==> src/hdl/alu_pipe_macros.svh <==
/* Widths for the RV64I ALU pipeline. The package and the RTL assume XLEN 64
   and 32-bit words; other values are not supported by the decoder. */
`ifndef ALU_PIPE_MACROS_SVH
`define ALU_PIPE_MACROS_SVH

// ----------------------------------------------------------------------
// Data path widths.
// ----------------------------------------------------------------------

// Operand and result width.
`define ALU_PIPE_XLEN 64

// Instruction word width.
`define ALU_PIPE_INSTR_W 32

// Register index width, which gives 32 architectural registers.
`define ALU_PIPE_REG_ADDR_W 5

`endif
==> src/hdl/alu_pipe_pkg.sv <==
/* Types shared by the ALU pipeline stages and the retire port.
   Stage payloads carry no valid bit; pipe_reg keeps it beside them. */
`include "alu_pipe_macros.svh"

package alu_pipe_pkg;

    // ------------------------------------------------------------------
    // Basic types.
    // ------------------------------------------------------------------
    typedef logic [`ALU_PIPE_XLEN-1:0]       data_t;
    typedef logic [`ALU_PIPE_INSTR_W-1:0]    instr_t;
    typedef logic [`ALU_PIPE_REG_ADDR_W-1:0] reg_addr_t;

    // ALU operation selected by the decoder.
    typedef enum logic [3:0] {
        ALU_ADD  = 4'd0,
        ALU_SUB  = 4'd1,
        ALU_SLL  = 4'd2,
        ALU_SLT  = 4'd3,
        ALU_SLTU = 4'd4,
        ALU_XOR  = 4'd5,
        ALU_SRL  = 4'd6,
        ALU_SRA  = 4'd7,
        ALU_OR   = 4'd8,
        ALU_AND  = 4'd9
    } alu_op_e;

    // ------------------------------------------------------------------
    // Stage payloads.
    // ------------------------------------------------------------------

    // Word waiting in the decode stage.
    typedef struct packed {
        instr_t instr;
    } id_payload_t;

    // Everything the execute stage needs, register data already read.
    typedef struct packed {
        reg_addr_t rs1_addr;
        reg_addr_t rs2_addr;
        data_t     rs1_data;
        data_t     rs2_data;
        data_t     imm;
        logic      use_imm;
        alu_op_e   alu_op;
        reg_addr_t rd_addr;
        logic      reg_we;
    } ex_payload_t;

    // Result waiting in write-back.
    typedef struct packed {
        reg_addr_t rd_addr;
        data_t     result;
        logic      reg_we;
    } wb_payload_t;

    // Retire port contents, same layout as the write-back payload.
    typedef struct packed {
        reg_addr_t rd_addr;
        data_t     result;
        logic      reg_we;
    } retire_t;

endpackage

==> src/hdl/hazard_unit.sv <==
/* Pipeline-wide advance and write-back forwarding. There is no load, so
   the only stall source is a full write-back stage facing a busy retire port. */
`timescale 1ns/1ps

module hazard_unit (
    input  logic                    ex_valid_i,
    input  alu_pipe_pkg::reg_addr_t ex_rs1_i,
    input  alu_pipe_pkg::reg_addr_t ex_rs2_i,
    input  logic                    wb_valid_i,
    input  alu_pipe_pkg::reg_addr_t wb_rd_i,
    input  logic                    wb_we_i,
    input  logic                    retire_ready_i,
    output logic                    advance_o,
    output logic                    fwd_rs1_o,
    output logic                    fwd_rs2_o
);

    logic wb_fwd_ok;

    // All stages move together when write-back can drain or is empty.
    assign advance_o = !wb_valid_i || retire_ready_i;

    // x0 is never a forwarding source.
    assign wb_fwd_ok = wb_valid_i && wb_we_i && (wb_rd_i != '0);

    assign fwd_rs1_o = ex_valid_i && wb_fwd_ok && (ex_rs1_i == wb_rd_i);
    assign fwd_rs2_o = ex_valid_i && wb_fwd_ok && (ex_rs2_i == wb_rd_i);

endmodule

==> config.mk <==
export PLATFORM = sky130hd
export DESIGN_NAME = hazard_unit
export DESIGN_NICKNAME = d
export VERILOG_FILES = /design/src/hdl/alu_pipe_pkg.sv /design/src/hdl/hazard_unit.sv
export VERILOG_INCLUDE_DIRS = /design/src /design/src/hdl
export SDC_FILE = /design/constraint.sdc
export NUM_CORES = 1
export LEC_CHECK = 0
export ABC_AREA = 1
export BUFFER_PORTS_ARGS = -buffer_cell sky130_fd_sc_hd__buf_4
export CAP_MARGIN = 10
export CORE_AREA = 5 5 42 44
export DETAILED_ROUTE_END_ITERATION = 8
export DIE_AREA = 0 0 47 49
export GPL_TIMING_DRIVEN = 0
export PLACE_DENSITY = 0.54
export SYNTH_ARGS = -nofsm -noshare
export SYNTH_HDL_FRONTEND = slang
export SYNTH_SLANG_ARGS = --single-unit
==> constraint.sdc <==
create_clock -name vclk -period 0.8
set_input_delay 0.04 -clock vclk [all_inputs]
set_output_delay 0.04 -clock vclk [all_outputs]
set_load 0.01 [all_outputs]
==> impl_metrics.json <==
{
  "port_buffers": 22,
  "ys_seq_area_share_pct": 0,
  "grt_util_all_layers_pct": 6.316,
  "power.leakage_nw": 0.2695,
  "drt-initial-drc-count": 1,
  "slew_headroom_pct": 90.23,
  "fin_tns_setup_ps": 0,
  "fin_nets": 96,
  "syn_nets": 72,
  "dp.cells": 91,
  "critPathMaxFanout": 3,
  "critPathCaptureType": "output pin",
  "fin_ws_ps": 74.31,
  "tightest_slew_ps": 145.6,
  "route.detailed.drc": 0,
  "antenna_left": 0,
  "grt_pass1_wl_um": 1214,
  "power.density_mw_per_mm2": 425.8,
  "wirelength_um": 649,
  "clockBufferCount": 0,
  "vdd_drop_max_mv": 0.1301,
  "cp.required_ps": 760,
  "cts_resized": 0,
  "start_util_pct": 15.45,
  "wl_per_cell_um": 7.132,
  "core_area_mm2": 0.001401,
  "stdcell_count": 91,
  "gp_congestion": 0.6832,
  "post-place-ws_ps": 50.56,
  "drt_pass1_iterations": 4,
  "io_pins": 22,
  "whs_ps": 343.6,
  "flops_and_latches": 0,
  "cp.arrival_ps": 690,
  "areaGrowthSynthToFinish_pct": 94.22,
  "fin_crit_sh_pct": 90.71,
  "drt-vias-per-instance": 3.747,
  "die_area_mm2": 0.002303,
  "worstSetupStartpointType": "input pin",
  "die_x_um": 47,
  "setup_viol": 0,
  "p_total_mw": 0.1790,
  "dpl.hpwl_um": 620.5,
  "rows": 14,
  "synth_cell_types": 8,
  "num_antenna_cells": 0,
  "period_needed_ps": 725.7,
  "crit_type": "in -> out",
  "netlist_instances": 53,
  "synthesis.area_um2": 216.5,
  "outcome": "finished clean",
  "drive_gt1_share_pct": 40.00,
  "maxCapViolCount": 0,
  "grt_max_degree": 5,
  "antenna_found_initial": 0,
  "syn_area_per_cell_um2": 4.084,
  "drv_slew": 0,
  "die_y_um": 49,
  "rsz0062_at_grt": "false",
  "hold_buffers": 0,
  "num_vias": 341,
  "yosysWarnings": 0,
  "grt-ovfl-total": 0,
  "max_freq_ghz": 1.378,
  "grt_pass1_vias": 331,
  "n_fill_cell": 173,
  "seqCellArea_um2": 0,
  "finalHoldViolations": 0,
  "post_cts_buffers": 0,
  "hold_path.class": "in -> out"
}
## layout make-up
cell class / instances / area, um2 / share of cell area [%]
inverter: 13 / 48.80 / 11.61
timing repair buffer: 22 / 176.4 / 41.96
tap: 16 / 20.02 / 4.762
multi-input combinational: 40 / 175.2 / 41.67
## per-layer routing
layer / vias up / track usage, % / wire length (um)
met4: 0 / 0 / 0
li1: 194 / - / -
met1: 138 / 8.696 / 264
met2: 9 / 11.31 / 337
met3: 0 / 0 / 48
met5: - / 0 / 0
## path summary, 6_finish.rpt
| path | start | end | slack [ps] | depth (start not counted) |
|---|---|---|---|---|
| hold / removal | retire_ready_i | advance_o | 340 | 3 |
| setup / recovery | wb_rd_i[2] | fwd_rs2_o | 70 | 7 |
## stage by stage
| stage | utilization, % | cell area [um2] |
|---|---|---|
| 6_report | 30.00 | 420.4 |
| 5_1_grt | 30.00 | 420.4 |
| 4_1_cts | 28.66 | 401.6 |
| 3_5_place_dp | 28.66 | 401.6 |
| 3_3_place_gp | 28.66 | 401.6 |
| 2_1_floorplan | - | 216.5 |
## Yosys cell counts
cell type	instances	share of area [%]
inv_1	10	17
inv_2	3	5.2
nand2_1	25	43
nand3_1	3	6.9
nor2_1	8	14
o21ai_1	1	2.3
or2_1	1	2.9
xnor2_1	2	8.1
## cells in the final DEF, fill, tap and decap left out, drive strengths merged
master,netlist,final
nand2,25,25
buf,0,22
inv,13,13
nor2,8,8
nand3,3,3
xnor2,2,2
or2,1,1
o21ai,1,1
## worst max-delay path, cell delays in order
cell and delay, ps:
buf_4 120, nand2_1 60, nand2_1 50, nor2_1 110, nand3_1 80, nor2_1 100, buf_4 120
## where the power goes
group          switching [mW]  leakage, nW  internal, mW
registers                   0            0             0
logic                  0.0741        0.269         0.105
clock network               0            0             0
## kinds of logic (layout without fill, tap and decap cells)
| kind of cell | after synthesis | count (layout) | synth area share (%) |
|---|---|---|---|
| AND/OR/NAND/NOR | 37 | 37 | 67.05 |
| buffers and inverters | 13 | 35 | 22.54 |
| XOR/XNOR | 2 | 2 | 8.094 |
| AO/OA/AOI/OAI | 1 | 1 | 2.310 |
Note: power is estimated with default switching activity, not from simulation.
