===== config.mk =====
export PLATFORM = sky130hd
export DESIGN_NAME = instr_decoder
export DESIGN_NICKNAME = d
export VERILOG_FILES = /design/src/hdl/alu_pipe_pkg.sv /design/src/hdl/instr_decoder.sv
export VERILOG_INCLUDE_DIRS = /design/src /design/src/hdl
export SDC_FILE = /design/constraint.sdc
export NUM_CORES = 1
export LEC_CHECK = 0
export ABC_AREA = 1
export BUFFER_PORTS_ARGS = -buffer_cell sky130_fd_sc_hd__buf_4
export CAP_MARGIN = 40
export CORE_UTILIZATION = 34
export DETAILED_ROUTE_END_ITERATION = 10
export PLACE_DENSITY = 0.93
export SLEW_MARGIN = 20
export SYNTH_ARGS = -nofsm -noshare
export SYNTH_HDL_FRONTEND = slang
export SYNTH_SLANG_ARGS = --single-unit

===== constraint.sdc =====
create_clock -name vclk -period 0.8
set_clock_uncertainty 0.1 [all_clocks]
set_input_delay 0 -clock vclk [all_inputs]
set_output_delay 0 -clock vclk [all_outputs]
set_load 0.01 [all_outputs]

===== src/hdl/alu_pipe_macros.svh =====
/* Widths for the RV64I ALU pipeline. The package and the RTL assume XLEN 64
   and 32-bit words; other values are not supported by the decoder. */
`ifndef ALU_PIPE_MACROS_SVH
`define ALU_PIPE_MACROS_SVH

// ----------------------------------------------------------------------
// Data path widths.
// ----------------------------------------------------------------------

// Operand and result width.
`define ALU_PIPE_XLEN 64

// Instruction word width.
`define ALU_PIPE_INSTR_W 32

// Register index width, which gives 32 architectural registers.
`define ALU_PIPE_REG_ADDR_W 5

`endif

===== src/hdl/alu_pipe_pkg.sv =====
/* Types shared by the ALU pipeline stages and the retire port.
   Stage payloads carry no valid bit; pipe_reg keeps it beside them. */
`include "alu_pipe_macros.svh"

package alu_pipe_pkg;

    // ------------------------------------------------------------------
    // Basic types.
    // ------------------------------------------------------------------
    typedef logic [`ALU_PIPE_XLEN-1:0]       data_t;
    typedef logic [`ALU_PIPE_INSTR_W-1:0]    instr_t;
    typedef logic [`ALU_PIPE_REG_ADDR_W-1:0] reg_addr_t;

    // ALU operation selected by the decoder.
    typedef enum logic [3:0] {
        ALU_ADD  = 4'd0,
        ALU_SUB  = 4'd1,
        ALU_SLL  = 4'd2,
        ALU_SLT  = 4'd3,
        ALU_SLTU = 4'd4,
        ALU_XOR  = 4'd5,
        ALU_SRL  = 4'd6,
        ALU_SRA  = 4'd7,
        ALU_OR   = 4'd8,
        ALU_AND  = 4'd9
    } alu_op_e;

    // ------------------------------------------------------------------
    // Stage payloads.
    // ------------------------------------------------------------------

    // Word waiting in the decode stage.
    typedef struct packed {
        instr_t instr;
    } id_payload_t;

    // Everything the execute stage needs, register data already read.
    typedef struct packed {
        reg_addr_t rs1_addr;
        reg_addr_t rs2_addr;
        data_t     rs1_data;
        data_t     rs2_data;
        data_t     imm;
        logic      use_imm;
        alu_op_e   alu_op;
        reg_addr_t rd_addr;
        logic      reg_we;
    } ex_payload_t;

    // Result waiting in write-back.
    typedef struct packed {
        reg_addr_t rd_addr;
        data_t     result;
        logic      reg_we;
    } wb_payload_t;

    // Retire port contents, same layout as the write-back payload.
    typedef struct packed {
        reg_addr_t rd_addr;
        data_t     result;
        logic      reg_we;
    } retire_t;

endpackage


===== src/hdl/instr_decoder.sv =====
/* Decodes RV64I OP and OP-IMM words only; the word forms (OP-32) are not handled.
   Any other opcode, a bad funct7 or rd of x0 gives reg_we_o low. */
`timescale 1ns/1ps
`include "alu_pipe_macros.svh"

module instr_decoder (
    input  alu_pipe_pkg::instr_t    instr_i,
    output alu_pipe_pkg::reg_addr_t rs1_addr_o,
    output alu_pipe_pkg::reg_addr_t rs2_addr_o,
    output alu_pipe_pkg::reg_addr_t rd_addr_o,
    output alu_pipe_pkg::alu_op_e   alu_op_o,
    output logic                    use_imm_o,
    output logic                    reg_we_o,
    output alu_pipe_pkg::data_t     imm_o
);
    import alu_pipe_pkg::*;

    localparam logic [6:0] OPC_OP_IMM = 7'b0010011;
    localparam logic [6:0] OPC_OP     = 7'b0110011;

    logic [6:0] opcode;
    logic [2:0] funct3;
    logic [6:0] funct7;
    logic       alt_op;
    logic       legal;

    assign opcode = instr_i[6:0];
    assign funct3 = instr_i[14:12];
    assign funct7 = instr_i[31:25];

    assign rs1_addr_o = instr_i[19:15];
    assign rs2_addr_o = instr_i[24:20];
    assign rd_addr_o  = instr_i[11:7];

    // Sign-extended I-immediate; shifts use only its low six bits.
    assign imm_o = {{(`ALU_PIPE_XLEN - 12){instr_i[31]}}, instr_i[31:20]};

    // Bit 30 picks SUB and SRA; ADDI has no subtract form.
    assign alt_op = instr_i[30] && ((funct3 == 3'b101) ||
                                    ((opcode == OPC_OP) && (funct3 == 3'b000)));

    always_comb begin
        case (funct3)
            3'b000:  alu_op_o = alt_op ? ALU_SUB : ALU_ADD;
            3'b001:  alu_op_o = ALU_SLL;
            3'b010:  alu_op_o = ALU_SLT;
            3'b011:  alu_op_o = ALU_SLTU;
            3'b100:  alu_op_o = ALU_XOR;
            3'b101:  alu_op_o = alt_op ? ALU_SRA : ALU_SRL;
            3'b110:  alu_op_o = ALU_OR;
            default: alu_op_o = ALU_AND;
        endcase
    end

    always_comb begin
        use_imm_o = 1'b0;
        legal     = 1'b0;
        case (opcode)
            OPC_OP: begin
                legal = (funct7 == 7'b0000000) ||
                        ((funct7 == 7'b0100000) && ((funct3 == 3'b000) || (funct3 == 3'b101)));
            end
            OPC_OP_IMM: begin
                use_imm_o = 1'b1;
                // Shift immediates carry a six bit shamt under funct6.
                if (funct3 == 3'b001) begin
                    legal = (funct7[6:1] == 6'b000000);
                end else if (funct3 == 3'b101) begin
                    legal = (funct7[6:1] == 6'b000000) || (funct7[6:1] == 6'b010000);
                end else begin
                    legal = 1'b1;
                end
            end
            default: legal = 1'b0;
        endcase
    end

    assign reg_we_o = legal && (rd_addr_o != '0);

endmodule


==> results.toml <==
[synthesis]
syn-mean-instance-area_um2 = 6.316
synth_top_area_cell = "buf_4"
synthTopCellsByCount = "79 x buf_4, 10 x inv_1, 10 x nand2_1, 10 x nor2_1, 6 x nand3_1"
synth_area_um2 = 795.8
ys_warn_count = 0
synth_nets = 158
ys_seq_area_share_pct = 0
synth_area_leaders = "buf_4 75%, inv_1 4.7%, nand2_1 4.7%, nor2_1 4.7%, nand3_1 3.8%"
yosysTopAreaCellShare_pct = 74.53
ys_types = 12
yosysMostFrequentCell = "buf_4"
synthCells = 126

[sta]
finalCriticalPeriod_ns = 0.8661
fin_hold_ws_ns = 0.08357
max_slew_margin_pct = 82.76
finalSetupViolCount = 1
drv_slew = 0
final_hold_viol_count = 0
max_freq_mhz = 1155
tightest_slew_ns = 0.2580
min_period_over_period_pct = 108.3
setup_ws_ns = -0.06607
grt_setup_unrepaired = "true"

[floorplan]
start_util_pct = 35.97
die_width_um = 50.38
core-area_um2 = 2212
die_area_um2 = 2538
die_h_um = 50.38
row_count = 17
pin_count = 117

[final_layout]
final_nets = 189
design.seq.count = 0
diodes = 0
layout-drive-gt1-share_pct = 74.84
fill_cells = 216
seqCellArea_um2 = 0
syn_to_final_growth_pct = 46.38
nClkBuffers = 0

[power_and_ir_drop]
p_leak_nw = 0.6469
peakVddDrop_mv = 0.3426
p_per_area_nw_per_um2 = 597.1

[route]
avgViaCountPerCell = 4.137
routedWlPerCell_um = 9.962
drtAntennaViolNets = 0
vias = 757
initialDrtViolationCount = 8
routed_wl_um = 1823
drt-pass1-iter-count = 4
drc = 0

[grt]
antenna_found_initial = 0
track_usage_pct = 11.72
grt-ovfl-total = 0
grt_max_degree = 30
grt_pass1_vias = 574
grt_pass1_wl_um = 2401

[setup_path]
worst-path-max-fanout = 3
cp.required_ns = 0.70
critPathKind = "in -> out"
endpoint_kind = "primary output"
cp.arrival_ns = 0.77
start_kind = "input port"

[placed_design]
place_congestion = 0.7149
portBuffers = 92
dp_slack_ns = -0.1105
hpwl_um = 1313

[worst_hold_path]
hold_class = "in -> out"

[outcome]
status = "finished, violations left"
violations = "setup timing"

[run]
maxCapViolations = 0
## report_power, final
group	internal [mW]	total (mW)	switching [mW]	leakage (nW)
clock network	0	0	0	0
logic	0.374	0.696	0.322	0.647
registers	0	0	0	0
## logic make-up after synthesis
group	Yosys count	share of synthesized area, %
AO/OA/AOI/OAI	5	3.144
buffers and inverters	89	79.25
AND/OR/NAND/NOR	32	17.61
## worst paths after layout
| path | startpoint | end | slack, ns | cells past startpoint |
|---|---|---|---|---|
| hold / removal | instr_i[29] | imm_o[9] | 0.08 | 2 |
| setup / recovery | instr_i[13] | reg_we_o | -0.07 | 7 |
## cells in the final DEF, fill, tap and decap left out, types with 2 or more instances in the layout
cell type,count
buf_4,94
dlygate4sd3_1,10
inv_1,7
nand2_1,7
nor2_1,5
nor2_4,4
inv_2,3
nand3_2,3
nand3_1,3
buf_6,3
nand2_2,2
o21ai_1,2
a21oi_2,2
nor2_2,2
nor3_1,2
## worst max-delay path: stages
cell and delay, ns:
buf_4 0.13, nor2_4 0.11, nand2_2 0.07, nand3_2 0.08, nand4_1 0.10, a21oi_2 0.14
buf_4 0.13
## layout make-up
type / instances / area (um2) / area share [%]
Inverter: 10 / 37.54 / 3.222
Timing Repair Buffer: 108 / 854.6 / 73.36
Tap cell: 28 / 35.03 / 3.008
Multi-Input combinational cell: 37 / 237.7 / 20.41
## what timing repair did
| action | in CTS | in global routing |
|---|---|---|
| endpoints found under the setup margin | 2 | 3 |
| setup buffers | 1 | 0 |
| pin swaps | 11 | 11 |
| hold buffers | 10 | 0 |
| hold endpoints to repair | 15 | 0 |
| gates resized for setup | 16 | 11 |
## routing by layer
metal  vias up  track usage (%)  part of all wire [%]
li1        367                -                     -
met1       321            11.29                    31
met2        61            26.00                    57
met3         8           0.3030                    10
met4         0            2.778                   2.2
met5         -                0                     0
## stage by stage
step           power (mW)  util (%)  TNS [ns]  cell area [um2]  cells
4_1_cts            0.6836     51.58  -0.06209             1141    184
3_3_place_gp       0.5783     44.12   -0.1425            975.9    173
5_1_grt            0.7419     52.66   -0.1827             1165    183
3_5_place_dp       0.5870     44.12   -0.1447            975.9    173
6_report           0.6956     52.66  -0.06607             1165    183
2_1_floorplan      0.4695         -         0            798.3    126
(Power assumes the default switching activity.)
