File: src/hdl/alu_pipe_macros.svh
/* Widths for the RV64I ALU pipeline. The package and the RTL assume XLEN 64
   and 32-bit words; other values are not supported by the decoder. */
`ifndef ALU_PIPE_MACROS_SVH
`define ALU_PIPE_MACROS_SVH

// ----------------------------------------------------------------------
// Data path widths.
// ----------------------------------------------------------------------

// Operand and result width.
`define ALU_PIPE_XLEN 64

// Instruction word width.
`define ALU_PIPE_INSTR_W 32

// Register index width, which gives 32 architectural registers.
`define ALU_PIPE_REG_ADDR_W 5

`endif
File: src/hdl/alu_pipe_pkg.sv
/* Types shared by the ALU pipeline stages and the retire port.
   Stage payloads carry no valid bit; pipe_reg keeps it beside them. */
`include "alu_pipe_macros.svh"

package alu_pipe_pkg;

    // ------------------------------------------------------------------
    // Basic types.
    // ------------------------------------------------------------------
    typedef logic [`ALU_PIPE_XLEN-1:0]       data_t;
    typedef logic [`ALU_PIPE_INSTR_W-1:0]    instr_t;
    typedef logic [`ALU_PIPE_REG_ADDR_W-1:0] reg_addr_t;

    // ALU operation selected by the decoder.
    typedef enum logic [3:0] {
        ALU_ADD  = 4'd0,
        ALU_SUB  = 4'd1,
        ALU_SLL  = 4'd2,
        ALU_SLT  = 4'd3,
        ALU_SLTU = 4'd4,
        ALU_XOR  = 4'd5,
        ALU_SRL  = 4'd6,
        ALU_SRA  = 4'd7,
        ALU_OR   = 4'd8,
        ALU_AND  = 4'd9
    } alu_op_e;

    // ------------------------------------------------------------------
    // Stage payloads.
    // ------------------------------------------------------------------

    // Word waiting in the decode stage.
    typedef struct packed {
        instr_t instr;
    } id_payload_t;

    // Everything the execute stage needs, register data already read.
    typedef struct packed {
        reg_addr_t rs1_addr;
        reg_addr_t rs2_addr;
        data_t     rs1_data;
        data_t     rs2_data;
        data_t     imm;
        logic      use_imm;
        alu_op_e   alu_op;
        reg_addr_t rd_addr;
        logic      reg_we;
    } ex_payload_t;

    // Result waiting in write-back.
    typedef struct packed {
        reg_addr_t rd_addr;
        data_t     result;
        logic      reg_we;
    } wb_payload_t;

    // Retire port contents, same layout as the write-back payload.
    typedef struct packed {
        reg_addr_t rd_addr;
        data_t     result;
        logic      reg_we;
    } retire_t;

endpackage

File: src/hdl/reg_file.sv
/* 32 x 64-bit register file, x0 hard-wired to zero. A write in the current
   cycle is bypassed to both read ports, so decode sees it at once. */
`timescale 1ns/1ps
`include "alu_pipe_macros.svh"

module reg_file (
    input  logic                    clk_i,
    input  logic                    arst_i,
    input  alu_pipe_pkg::reg_addr_t rs1_addr_i,
    input  alu_pipe_pkg::reg_addr_t rs2_addr_i,
    output alu_pipe_pkg::data_t     rs1_data_o,
    output alu_pipe_pkg::data_t     rs2_data_o,
    input  logic                    we_i,
    input  alu_pipe_pkg::reg_addr_t rd_addr_i,
    input  alu_pipe_pkg::data_t     rd_data_i
);
    import alu_pipe_pkg::*;

    localparam int NUM_REGS = 2 ** `ALU_PIPE_REG_ADDR_W;

    data_t regs_q [1:NUM_REGS-1];

    // Read with x0 and same-cycle write handling.
    function automatic data_t read_port(reg_addr_t addr);
        if (addr == '0) begin
            return '0;
        end else if (we_i && (rd_addr_i == addr)) begin
            return rd_data_i;
        end
        return regs_q[addr];
    endfunction

    always_ff @(posedge clk_i or posedge arst_i) begin
        if (arst_i) begin
            for (int i = 1; i < NUM_REGS; i++) begin
                regs_q[i] <= '0;
            end
        end else if (we_i && (rd_addr_i != '0)) begin
            regs_q[rd_addr_i] <= rd_data_i;
        end
    end

    always_comb begin
        rs1_data_o = read_port(rs1_addr_i);
        rs2_data_o = read_port(rs2_addr_i);
    end

endmodule

File: config.mk
export PLATFORM = sky130hd
export DESIGN_NAME = reg_file
export DESIGN_NICKNAME = d
export VERILOG_FILES = /design/src/hdl/alu_pipe_pkg.sv /design/src/hdl/reg_file.sv
export VERILOG_INCLUDE_DIRS = /design/src /design/src/hdl
export SDC_FILE = /design/constraint.sdc
export NUM_CORES = 2
export LEC_CHECK = 0
export BUFFER_PORTS_ARGS = -buffer_cell sky130_fd_sc_hd__buf_2
export CELL_PAD_IN_SITES_DETAIL_PLACEMENT = 0
export CELL_PAD_IN_SITES_GLOBAL_PLACEMENT = 1
export CORE_UTILIZATION = 48
export DETAILED_ROUTE_END_ITERATION = 10
export PLACE_DENSITY_LB_ADDON = 0.12
export SYNTH_ARGS = -nofsm -noshare
export SYNTH_HDL_FRONTEND = slang
export SYNTH_SLANG_ARGS = --single-unit
File: constraint.sdc
create_clock -name clk_i -period 66.1 [get_ports clk_i]
set_clock_uncertainty 0.15 [all_clocks]
set_input_delay 6.61 -clock clk_i [delete_from_list [all_inputs] [get_ports clk_i]]
set_output_delay 6.61 -clock clk_i [all_outputs]
set_load 0.01 [all_outputs]
==> flow_summary.json <==
{
  "postLayoutCoreUtil_pct": 53.1,
  "fin_crit_ns": 18.71,
  "drtAntennaViolNets": 0,
  "cts_buffer_depth": 3,
  "max-cap-violations": 0,
  "synth_area_leaders": "dfrtp_1 (48%), mux4_2 (21%), mux2_2 (9.0%)",
  "ctsResizeCount": 0,
  "ys_warn_count": 0,
  "ys_seq_elements": 1984,
  "die-area_mm2": 0.220,
  "via_per_inst": 6.65,
  "dr.pass1.iters": 8,
  "synth_compound_area_share_pct": 9.16,
  "area_growth_pct": 9.51,
  "synth.avg_cell_area_um2": 13.0,
  "cp.required_ns": 59.34,
  "worstPathMaxFanout": 58,
  "die_h_um": 469,
  "netlist_instances": 8026,
  "ys.flop_type": "dfrtp_1",
  "fin_cells": 10800,
  "num_vias": 72000,
  "design_area_mm2": 0.114,
  "grt_util_all_layers_pct": 34.2,
  "antenna_found_initial": 43,
  "worst-setup-path-type": "in -> out",
  "grt_pass1_vias": 72800,
  "rsz0062_at_grt": "no",
  "dp_hpwl_um": 209000,
  "cts-root-buf": "clkbuf_16",
  "slew_violations": 0,
  "die_w_um": 469,
  "endpoint_kind": "output pin",
  "fin_setup_tns_ns": 0,
  "setup_viol": 0,
  "num_rows": 170,
  "leakage_nw": 49.3,
  "ys_types": 50,
  "io_pins": 210,
  "core_area_mm2": 0.215,
  "grt_max_degree": 163,
  "reg.largest.list": "regs_q (1984)",
  "hold_viol": 0,
  "synthArstFlopShare_pct": 100,
  "status": "completed",
  "tritoncts": "yes",
  "dp_cells": 10400,
  "fin_crit_sh_pct": 28.3,
  "arrival_ns": 11.95,
  "whs_ns": 0.344,
  "fillers": 18100,
  "synthXorXnorAreaFrac_pct": 0.0910,
  "hold_buffers": 0,
  "netlist_area_mm2": 0.104,
  "insertion_delay_ns": 0.88,
  "numCtsBuffers": 218,
  "final_nets": 7873,
  "seq_area_frac_synth_pct": 47.5,
  "clock_sinks": 1984,
  "worst_setup_path_start_kind": "primary input",
  "vdd_drop_max_uv": 31.6,
  "largest_reg_flops": 1984,
  "clk_pin_slew_ns": 0.06,
  "worstMarginPinSlew_ns": 1.31,
  "syn-num-nets": 8108,
  "htreeDepth": 4,
  "grt_pass1_wl_um": 539000,
  "max_flop_register": "regs_q",
  "relSlewSlack_pct": 12.5,
  "placed_cell_area_mm2": 0.107,
  "drc": 0,
  "synth_top_family_by_area": "multiplexers",
  "gp_congestion": 0.820,
  "yosys-mux-area-fraction_pct": 34.3,
  "synth_top_area_share_pct": 47.5,
  "drt-total-wl_um": 369000,
  "powerDensity_mw_per_mm2": 31.4,
  "max_freq_ghz": 0.0535,
  "synth-simple-area-share_pct": 4.88,
  "grt_overflow_total": 0,
  "synthAdderAreaFrac_pct": 0,
  "hold_path.class": "reg -> reg",
  "synth_top_area_cell": "dfrtp_1",
  "io_buffer_count": 209,
  "drive_above_1_share_pct": 32.9,
  "synth_edf_count": 0,
  "post-cts-setup-buffers": 0,
  "drt_iter0_markers": 6870,
  "start_util_pct": 48.5,
  "wire_per_inst_um": 34.1
}
[cells in the mapped netlist, types with 9 or more instances]
master / number
a21boi_1: 40
buf_6: 9
o221ai_2: 44
o21ai_0: 1023
nand3_1: 70
clkinv_1: 46
buf_1: 37
a21oi_1: 62
o221ai_1: 20
mux2_2: 838
a21boi_0: 21
dfrtp_1: 1984
mux2i_1: 126
o2111ai_1: 63
nand2_1: 1175
mux2_1: 314
mux4_2: 961
inv_1: 88
clkbuf_1: 489
nor2_1: 10
buf_2: 224
buf_4: 66
a22oi_1: 127
a221o_1: 122
[power breakdown]
| group | switching [W] | internal, W | total (W) |
|---|---|---|---|
| Combinational | 0.000335 | 0.000388 | 0.000723 |
| Sequential | 0.000169 | 0.00145 | 0.00162 |
| Clock | 0.000525 | 0.000729 | 0.00125 |
[layer usage]
layer	track usage, %	up-vias	routed length, um
met3	7.89	810	29600
met1	45.9	38600	149000
met2	53.7	2893	173000
met4	14.4	34	17600
met5	0	-	229
li1	-	29600	-
[cells by family (layout without fill, tap and decap cells)]
family | after synthesis | count (layout)
mux | 2239 | 2239
simple gates | 1296 | 1296
other cells | 0 | 17
compound gates | 1538 | 1538
buf+inv | 959 | 902
xor+xnor | 10 | 10
flops | 1984 | 1984
[layout make-up]
| cell class | instances | area, um2 | area share, % |
|---|---|---|---|
| Clock inverter | 76 | 741 | 0.647 |
| Antenna cell | 17 | 42.5 | 0.0372 |
| Sequential cell | 1984 | 49600 | 43.4 |
| Tap cell | 2838 | 3550 | 3.10 |
| Timing Repair Buffer | 370 | 2450 | 2.14 |
| Clock buffer | 322 | 6560 | 5.73 |
| Multi-Input combinational cell | 5083 | 50900 | 44.5 |
| Inverter | 134 | 510 | 0.446 |
[critical path: stages]
cell,delay [ns]
buf_8,0.51
buf_4,0.75
buf_4,0.69
buf_4,0.80
buf_4,0.87
mux4_2,0.60
a22oi_1,0.23
a21boi_0,0.12
a221o_1,0.40
buf_2,0.20
[stage by stage]
stage / total power, W / setup WS [ns]
after floorplan: 0.00214 / 3.30
after global placement: 0.00232 / 47.23
after detailed placement: 0.00235 / 47.24
after CTS: 0.00360 / 47.24
after global routing: 0.00375 / 46.90
final: 0.00359 / 47.39
[cell usage in the layout (no fill, tap or decap), drive strengths merged, types with 12 or more instances in the layout]
cell type | netlist | routed
clkbuf | 489 | 322
bufinv | 0 | 12
mux2i | 126 | 126
o221ai | 64 | 64
diode | 0 | 17
a221o | 122 | 122
buf | 336 | 370
dfrtp | 1984 | 1984
nor2 | 22 | 22
mux4 | 961 | 961
o21ai | 1029 | 1029
mux2 | 1152 | 1152
a21boi | 61 | 61
a21oi | 62 | 62
a22oi | 127 | 127
inv | 88 | 94
nand3 | 70 | 70
clkinv | 46 | 95
o2111ai | 63 | 63
nand2 | 1175 | 1175
[final timing paths]
kind	start	to	slack, ns	cells past startpoint
worst max-delay path	rs1_addr_i[0]	rs1_data_o[49]	47.39	10
worst min-delay path	regs_q[1286]	regs_q[1286]	0.34	2
worst max register to register	regs_q[427]	regs_q[427]	65.12	1
worst min register to register	regs_q[1286]	regs_q[1286]	0.34	2
max in group asynchronous	arst_i	regs_q[1881]	53.78	9
min in group asynchronous	arst_i	regs_q[1286]	5.79	2
Note: power is estimated with default switching activity, not from simulation.
