==> src/hdl/alu_pipe_macros.svh <==
/* Widths for the RV64I ALU pipeline. The package and the RTL assume XLEN 64
   and 32-bit words; other values are not supported by the decoder. */
`ifndef ALU_PIPE_MACROS_SVH
`define ALU_PIPE_MACROS_SVH

// ----------------------------------------------------------------------
// Data path widths.
// ----------------------------------------------------------------------

// Operand and result width.
`define ALU_PIPE_XLEN 64

// Instruction word width.
`define ALU_PIPE_INSTR_W 32

// Register index width, which gives 32 architectural registers.
`define ALU_PIPE_REG_ADDR_W 5

`endif
==> src/hdl/alu_pipe_pkg.sv <==
/* Types shared by the ALU pipeline stages and the retire port.
   Stage payloads carry no valid bit; pipe_reg keeps it beside them. */
`include "alu_pipe_macros.svh"

package alu_pipe_pkg;

    // ------------------------------------------------------------------
    // Basic types.
    // ------------------------------------------------------------------
    typedef logic [`ALU_PIPE_XLEN-1:0]       data_t;
    typedef logic [`ALU_PIPE_INSTR_W-1:0]    instr_t;
    typedef logic [`ALU_PIPE_REG_ADDR_W-1:0] reg_addr_t;

    // ALU operation selected by the decoder.
    typedef enum logic [3:0] {
        ALU_ADD  = 4'd0,
        ALU_SUB  = 4'd1,
        ALU_SLL  = 4'd2,
        ALU_SLT  = 4'd3,
        ALU_SLTU = 4'd4,
        ALU_XOR  = 4'd5,
        ALU_SRL  = 4'd6,
        ALU_SRA  = 4'd7,
        ALU_OR   = 4'd8,
        ALU_AND  = 4'd9
    } alu_op_e;

    // ------------------------------------------------------------------
    // Stage payloads.
    // ------------------------------------------------------------------

    // Word waiting in the decode stage.
    typedef struct packed {
        instr_t instr;
    } id_payload_t;

    // Everything the execute stage needs, register data already read.
    typedef struct packed {
        reg_addr_t rs1_addr;
        reg_addr_t rs2_addr;
        data_t     rs1_data;
        data_t     rs2_data;
        data_t     imm;
        logic      use_imm;
        alu_op_e   alu_op;
        reg_addr_t rd_addr;
        logic      reg_we;
    } ex_payload_t;

    // Result waiting in write-back.
    typedef struct packed {
        reg_addr_t rd_addr;
        data_t     result;
        logic      reg_we;
    } wb_payload_t;

    // Retire port contents, same layout as the write-back payload.
    typedef struct packed {
        reg_addr_t rd_addr;
        data_t     result;
        logic      reg_we;
    } retire_t;

endpackage

==> src/hdl/pipe_reg.sv <==
/* One pipeline stage register. Valid and payload load together on advance
   and hold otherwise; payload is only meaningful while valid_o is high. */
`timescale 1ns/1ps

module pipe_reg #(
    parameter type payload_t = alu_pipe_pkg::data_t
) (
    input  logic     clk_i,
    input  logic     arst_i,
    input  logic     advance_i,
    input  logic     valid_i,
    input  payload_t payload_i,
    output logic     valid_o,
    output payload_t payload_o
);

    // Stage occupancy.
    always_ff @(posedge clk_i or posedge arst_i) begin
        if (arst_i) begin
            valid_o <= 1'b0;
        end else if (advance_i) begin
            valid_o <= valid_i;
        end
    end

    // Payload moves with the valid bit.
    always_ff @(posedge clk_i) begin
        if (advance_i) begin
            payload_o <= payload_i;
        end
    end

endmodule

==> config.mk <==
export PLATFORM = sky130hd
export DESIGN_NAME = pipe_reg
export DESIGN_NICKNAME = d
export VERILOG_FILES = /design/src/hdl/alu_pipe_pkg.sv /design/src/hdl/pipe_reg.sv
export VERILOG_INCLUDE_DIRS = /design/src /design/src/hdl
export SDC_FILE = /design/constraint.sdc
export NUM_CORES = 1
export LEC_CHECK = 0
export CORE_MARGIN = 2
export CORE_UTILIZATION = 55
export DETAILED_ROUTE_END_ITERATION = 10
export DONT_BUFFER_PORTS = 1
export PLACE_DENSITY = 0.7
export SLEW_MARGIN = 20
export SYNTH_ARGS = -nofsm -noshare
export SYNTH_HDL_FRONTEND = slang
export SYNTH_SLANG_ARGS = --single-unit
==> constraint.sdc <==
create_clock -name clk_i -period 0.9 [get_ports clk_i]
set_input_delay 0.18 -clock clk_i [delete_from_list [all_inputs] [get_ports clk_i]]
set_output_delay 0.18 -clock clk_i [all_outputs]
set_load 0.1 [all_outputs]
==> results of run 1 <==
synth_stat cells:
master                      n  area (sq um)
sky130_fd_sc_hd__edfxtp_1  64          1920
sky130_fd_sc_hd__dfrtp_1    1          25.0
sky130_fd_sc_hd__inv_1      1          3.75
sky130_fd_sc_hd__mux2_4     1          15.0
cells by family after synthesis:
kind of cell	after synthesis
flops	65
mux	1
buf+inv	1
stage by stage:
step           instance area [sq um]  std cells  hold slack [ns]  setup slack (ns)  setup TNS, ns
2_1_floorplan                   1970         67          -0.0913            -0.184         -11.92
3_3_place_gp                    3330        178          -0.0897             0.107              0
==> results.py, run 1 <==
metrics = {
    "outcome": {
        "status": "stopped before the end",
        "failed_stage": "detailed placement (3_5_place_dp)",
        "stop_error": "Error: detail_place.tcl, 38 bad optional access",
    },
    "place": {
        "place.port_buffers": 0,
        "globalplace.congestion": 0.676,
    },
    "logic_synthesis": {
        "postSynthNetCount": 135,
        "adder_cell_share_of_the_synthesized_area_pct": 0,
        "post_synth_and_or_nand_nor_area_fraction_pct": 0,
        "synth.cell_area_sq_mm": 0.00197,
        "post_synth_xor_area_fraction_pct": 0,
        "synth_cell_types": 4,
        "yosysWarningCount": 0,
        "register_bit_count_reported_by_yosys": 65,
        "avgSynthCellArea_sq_um": 29.3,
        "yosysSeqAreaShare_pct": 99.0,
        "netlist_instances": 67,
        "synth_top_family_by_area": "multiplexers",
        "synth.mux.area_fraction_pct": 0.764,
        "synth-compound-area-share_pct": 0,
    },
    "floorplan": {
        "floorplan.die.width_microns": 63.8,
        "placementRows": 21,
        "die_h_microns": 63.8,
        "num_io_pins": 133,
        "initial_utilization_pct": 58.0,
    },
}
==> inputs of run 2 (changes only) <==
Settings changed: CORE_UTILIZATION 55 to 40, PLACE_DENSITY 0.7 to not set, PLACE_DENSITY_LB_ADDON set to 0.15.
==> run 2 against run 1 <==
The flow now finishes, with violations (hold timing, setup timing). Area after synthesis stayed put. Synthesized cell count stayed put.
==> results.py, run 2 <==
metrics = {
    "power": {
        "design_power_total_mw": 9.15,
        "vdd_ir_drop_max_uv": 1580,
        "p_leak_nw": 1.63,
        "pwr_density_cell_mw_per_mm2": 2180,
    },
    "setup_path": {
        "cpMaxStageDelayCell": "sky130_fd_sc_hd__edfxtp_1",
        "length_in_cells_of_the_worst_reg_to_reg_path": 2,
        "critPathLaunchType": "flop",
        "timing.critical_path.cells": "buf_12",
        "cp.buffers_inverters": 1,
        "setup_crit_path_kind": "flop to output port",
        "cp_slowest_stage_delay_ns": 0.45,
        "critical_path_arrival_ns": 0.99,
        "element_type_at_the_critical_path_end": "output port",
        "required_ns": 0.72,
        "worst-path-max-fanout": 1,
        "r2r_setup_slack_ns": -0.04,
        "worst_r2r_startpoint": "valid_o",
        "regToRegEndpoint": "valid_o",
        "critical-path-top-delay-family": "flip-flops",
    },
    "logic_synthesis": {
        "synth_cell_types": 4,
        "post_synth_xor_area_fraction_pct": 0,
        "register_bit_count_reported_by_yosys": 65,
        "yosysWarningCount": 0,
        "yosys.area.top_type_share_pct": 97.8,
        "synth-compound-area-share_pct": 0,
        "synth_top_cell_by_area": "sky130_fd_sc_hd__edfxtp_1",
        "netlist_instances": 67,
        "yosysSeqAreaShare_pct": 99.0,
        "synth.cell_area_sq_mm": 0.00197,
        "postSynthNetCount": 135,
        "synth.mux.area_fraction_pct": 0.764,
        "adder_cell_share_of_the_synthesized_area_pct": 0,
        "synth_edf_count": 64,
        "top_count_cell_post_synth": "sky130_fd_sc_hd__edfxtp_1",
        "synth-main-ff-cell": "sky130_fd_sc_hd__edfxtp_1",
        "post_synth_most_frequent_cells": "sky130_fd_sc_hd__edfxtp_1 (64), sky130_fd_sc_hd__dfrtp_1 (1), sky130_fd_sc_hd__inv_1 (1), sky130_fd_sc_hd__mux2_4 (1)",
        "synth_async_sr_flop_share_pct": 1.54,
        "post_synth_and_or_nand_nor_area_fraction_pct": 0,
        "synth_top_family_by_area": "multiplexers",
        "synth.top_cells.by_area": "sky130_fd_sc_hd__edfxtp_1 (98%), sky130_fd_sc_hd__dfrtp_1 (1.3%), sky130_fd_sc_hd__mux2_4 (0.76%)",
        "avgSynthCellArea_sq_um": 29.3,
    },
    "floorplan": {
        "initial_utilization_pct": 41.6,
        "design.core.area_sq_mm": 0.00472,
        "floorplan.die.width_microns": 74.1,
        "num_io_pins": 133,
        "placementRows": 25,
        "floorplan.die_area_sq_mm": 0.00549,
        "die_h_microns": 74.1,
    },
    "timing": {
        "timing.fmax_mhz": 856,
        "fin_ws_ns": -0.268,
        "tightestPinTransition_ns": 0.161,
        "hold_ws_ns": -0.0477,
        "final_max_slew_viols": 0,
        "setup_viol_count_final": 66,
        "max_slew_margin_pct": 89.3,
        "final_min_period_ns": 1.17,
        "setup_tns_ns": -15.15,
        "final_hold_viol_count": 29,
        "final.period_utilization_pct": 130,
        "setup_repair_after_global_routing_missed_its_margin": "true",
        "timing.clock.skew_ns": 0,
    },
    "final_layout": {
        "finish.instance_area_sq_mm": 0.00420,
        "largestRegisters": "payload_o x64, valid_o x1",
        "regMostFlops": "payload_o",
        "layout.nets": 278,
        "number_of_inserted_diodes": 0,
        "area_delta_synth_final_pct": 114,
        "layout.filler_cells": 167,
        "largest_register_ffs": 64,
        "final_cell_mix": "sky130_fd_sc_hd__dlygate4sd3_1 (66), sky130_fd_sc_hd__buf_12 (65), sky130_fd_sc_hd__edfxtp_1 (64)",
        "post_route_cells_drive_above_1_share_pct": 37.2,
        "layout_commonest_cell": "sky130_fd_sc_hd__dlygate4sd3_1",
    },
    "hold_path": {
        "holdCritPathClass": "primary input to flop",
        "hold-path-cell-count": 0,
        "whs_endpoint": "payload_o[13]",
        "hold_path.startpoint": "advance_i",
    },
    "grt": {
        "gr-total-overflow": 0,
        "first_pass_grt_wire_length_microns": 8600,
        "grt_start_max_net_pins": 66,
        "antenna_found_initial": 0,
        "global_route.usage.total_pct": 23.7,
        "via_count_of_the_first_global_routing_pass": 1457,
    },
    "detailed_routing": {
        "avgRoutedWirePerCell_microns": 22.9,
        "drtIter0Drc": 76,
        "wirelength_microns": 6450,
        "dr_total_vias": 1257,
        "final_antenna_net_count": 0,
        "route.detailed.drc": 0,
        "post_drt_via_cell_ratio": 4.46,
        "dr.pass1.iters": 4,
    },
    "clocking": {
        "tritoncts": "built",
        "ctsLongestPathBuffers": 2,
        "ctsHtreeMaxLevel": 3,
        "cts_buffers": 9,
        "worst_skew_pair.late_latency_ns": 0.33,
        "cts_hold_buf": 66,
        "clock-sinks": 65,
        "cts.reportedPaths.clkPinSlew_ns": 0.07,
        "clk_root_buffer_cell": "sky130_fd_sc_hd__clkbuf_8",
    },
    "outcome": {
        "failed_checks": "hold timing, setup timing",
        "status": "finished, violations left",
    },
    "place": {
        "place.port_buffers": 0,
        "dpl_cell_area_sq_mm": 0.00335,
        "globalplace.congestion": 0.638,
    },
    "job": {
        "max_cap_viol_count": 0,
    },
}
## run 2: stage by stage
| step | utilization, % | std cells | hold slack (ns) | worst slack (ns) |
|---|---|---|---|---|
| 6_report | 89.0 | 282 | -0.0477 | -0.268 |
| 5_1_grt | 89.0 | 282 | -0.0618 | -0.303 |
| 4_1_cts | 88.7 | 281 | -0.0573 | -0.266 |
| 3_5_place_dp | 71.0 | 199 | -0.0862 | 0.101 |
| 3_3_place_gp | 71.0 | 199 | -0.0898 | 0.107 |
| 2_1_floorplan | - | 67 | -0.0913 | -0.184 |
## run 2: cells by family (layout without fill, tap and decap cells)
kind of cell / Yosys count / count (layout)
DFF: 65 / 65
muxes: 1 / 1
buffers and inverters: 1 / 149
## run 2: power breakdown
group / switching, mW / internal [mW]
registers: 0.215 / 3.61
clock network: 1.12 / 1.27
logic: 1.88 / 1.06
total: 3.21 / 5.94
## run 2: how the worst max path moves through the flow
stage	end	depth (start not counted)	from	slack, ns
6_report	payload_o[11]	1	payload_o[11]	-0.27
5_1_grt	payload_o[11]	1	payload_o[11]	-0.30
4_1_cts	payload_o[52]	1	payload_o[52]	-0.27
3_5_place_dp	valid_o	1	valid_o	0.10
3_3_place_gp	valid_o	1	valid_o	0.11
2_1_floorplan	payload_o[0]	0	payload_o[0]	-0.18
## run 2: metal layers
layer,vias up,GRT usage [%],share of wire [%]
li1,555,-,-
met5,-,0,0
met4,0,7.27,0.59
met2,72,43.8,59
met1,625,24.9,33
met3,5,8.94,7.2
## run 2: layout make-up
class | instances | area (sq um) | share of cell area, %
clock buffer | 12 | 135 | 3.22
clock inverter | 4 | 43.8 | 1.04
inverter | 1 | 3.75 | 0.0893
multi-input combinational | 1 | 15.0 | 0.357
sequential | 65 | 1950 | 46.4
tap | 67 | 83.8 | 1.99
timing repair buffer | 132 | 1970 | 46.9
## run 2: repair_timing
action / in CTS / in global routing
buffers inserted: 0 / 1
cloned: 0 / 0
hold endpoints to repair: 130 / 64
endpoints found under the setup margin: 65 / 65
gates resized for setup: 0 / 1
No activity file was read; power rests on OpenSTA's default activity.
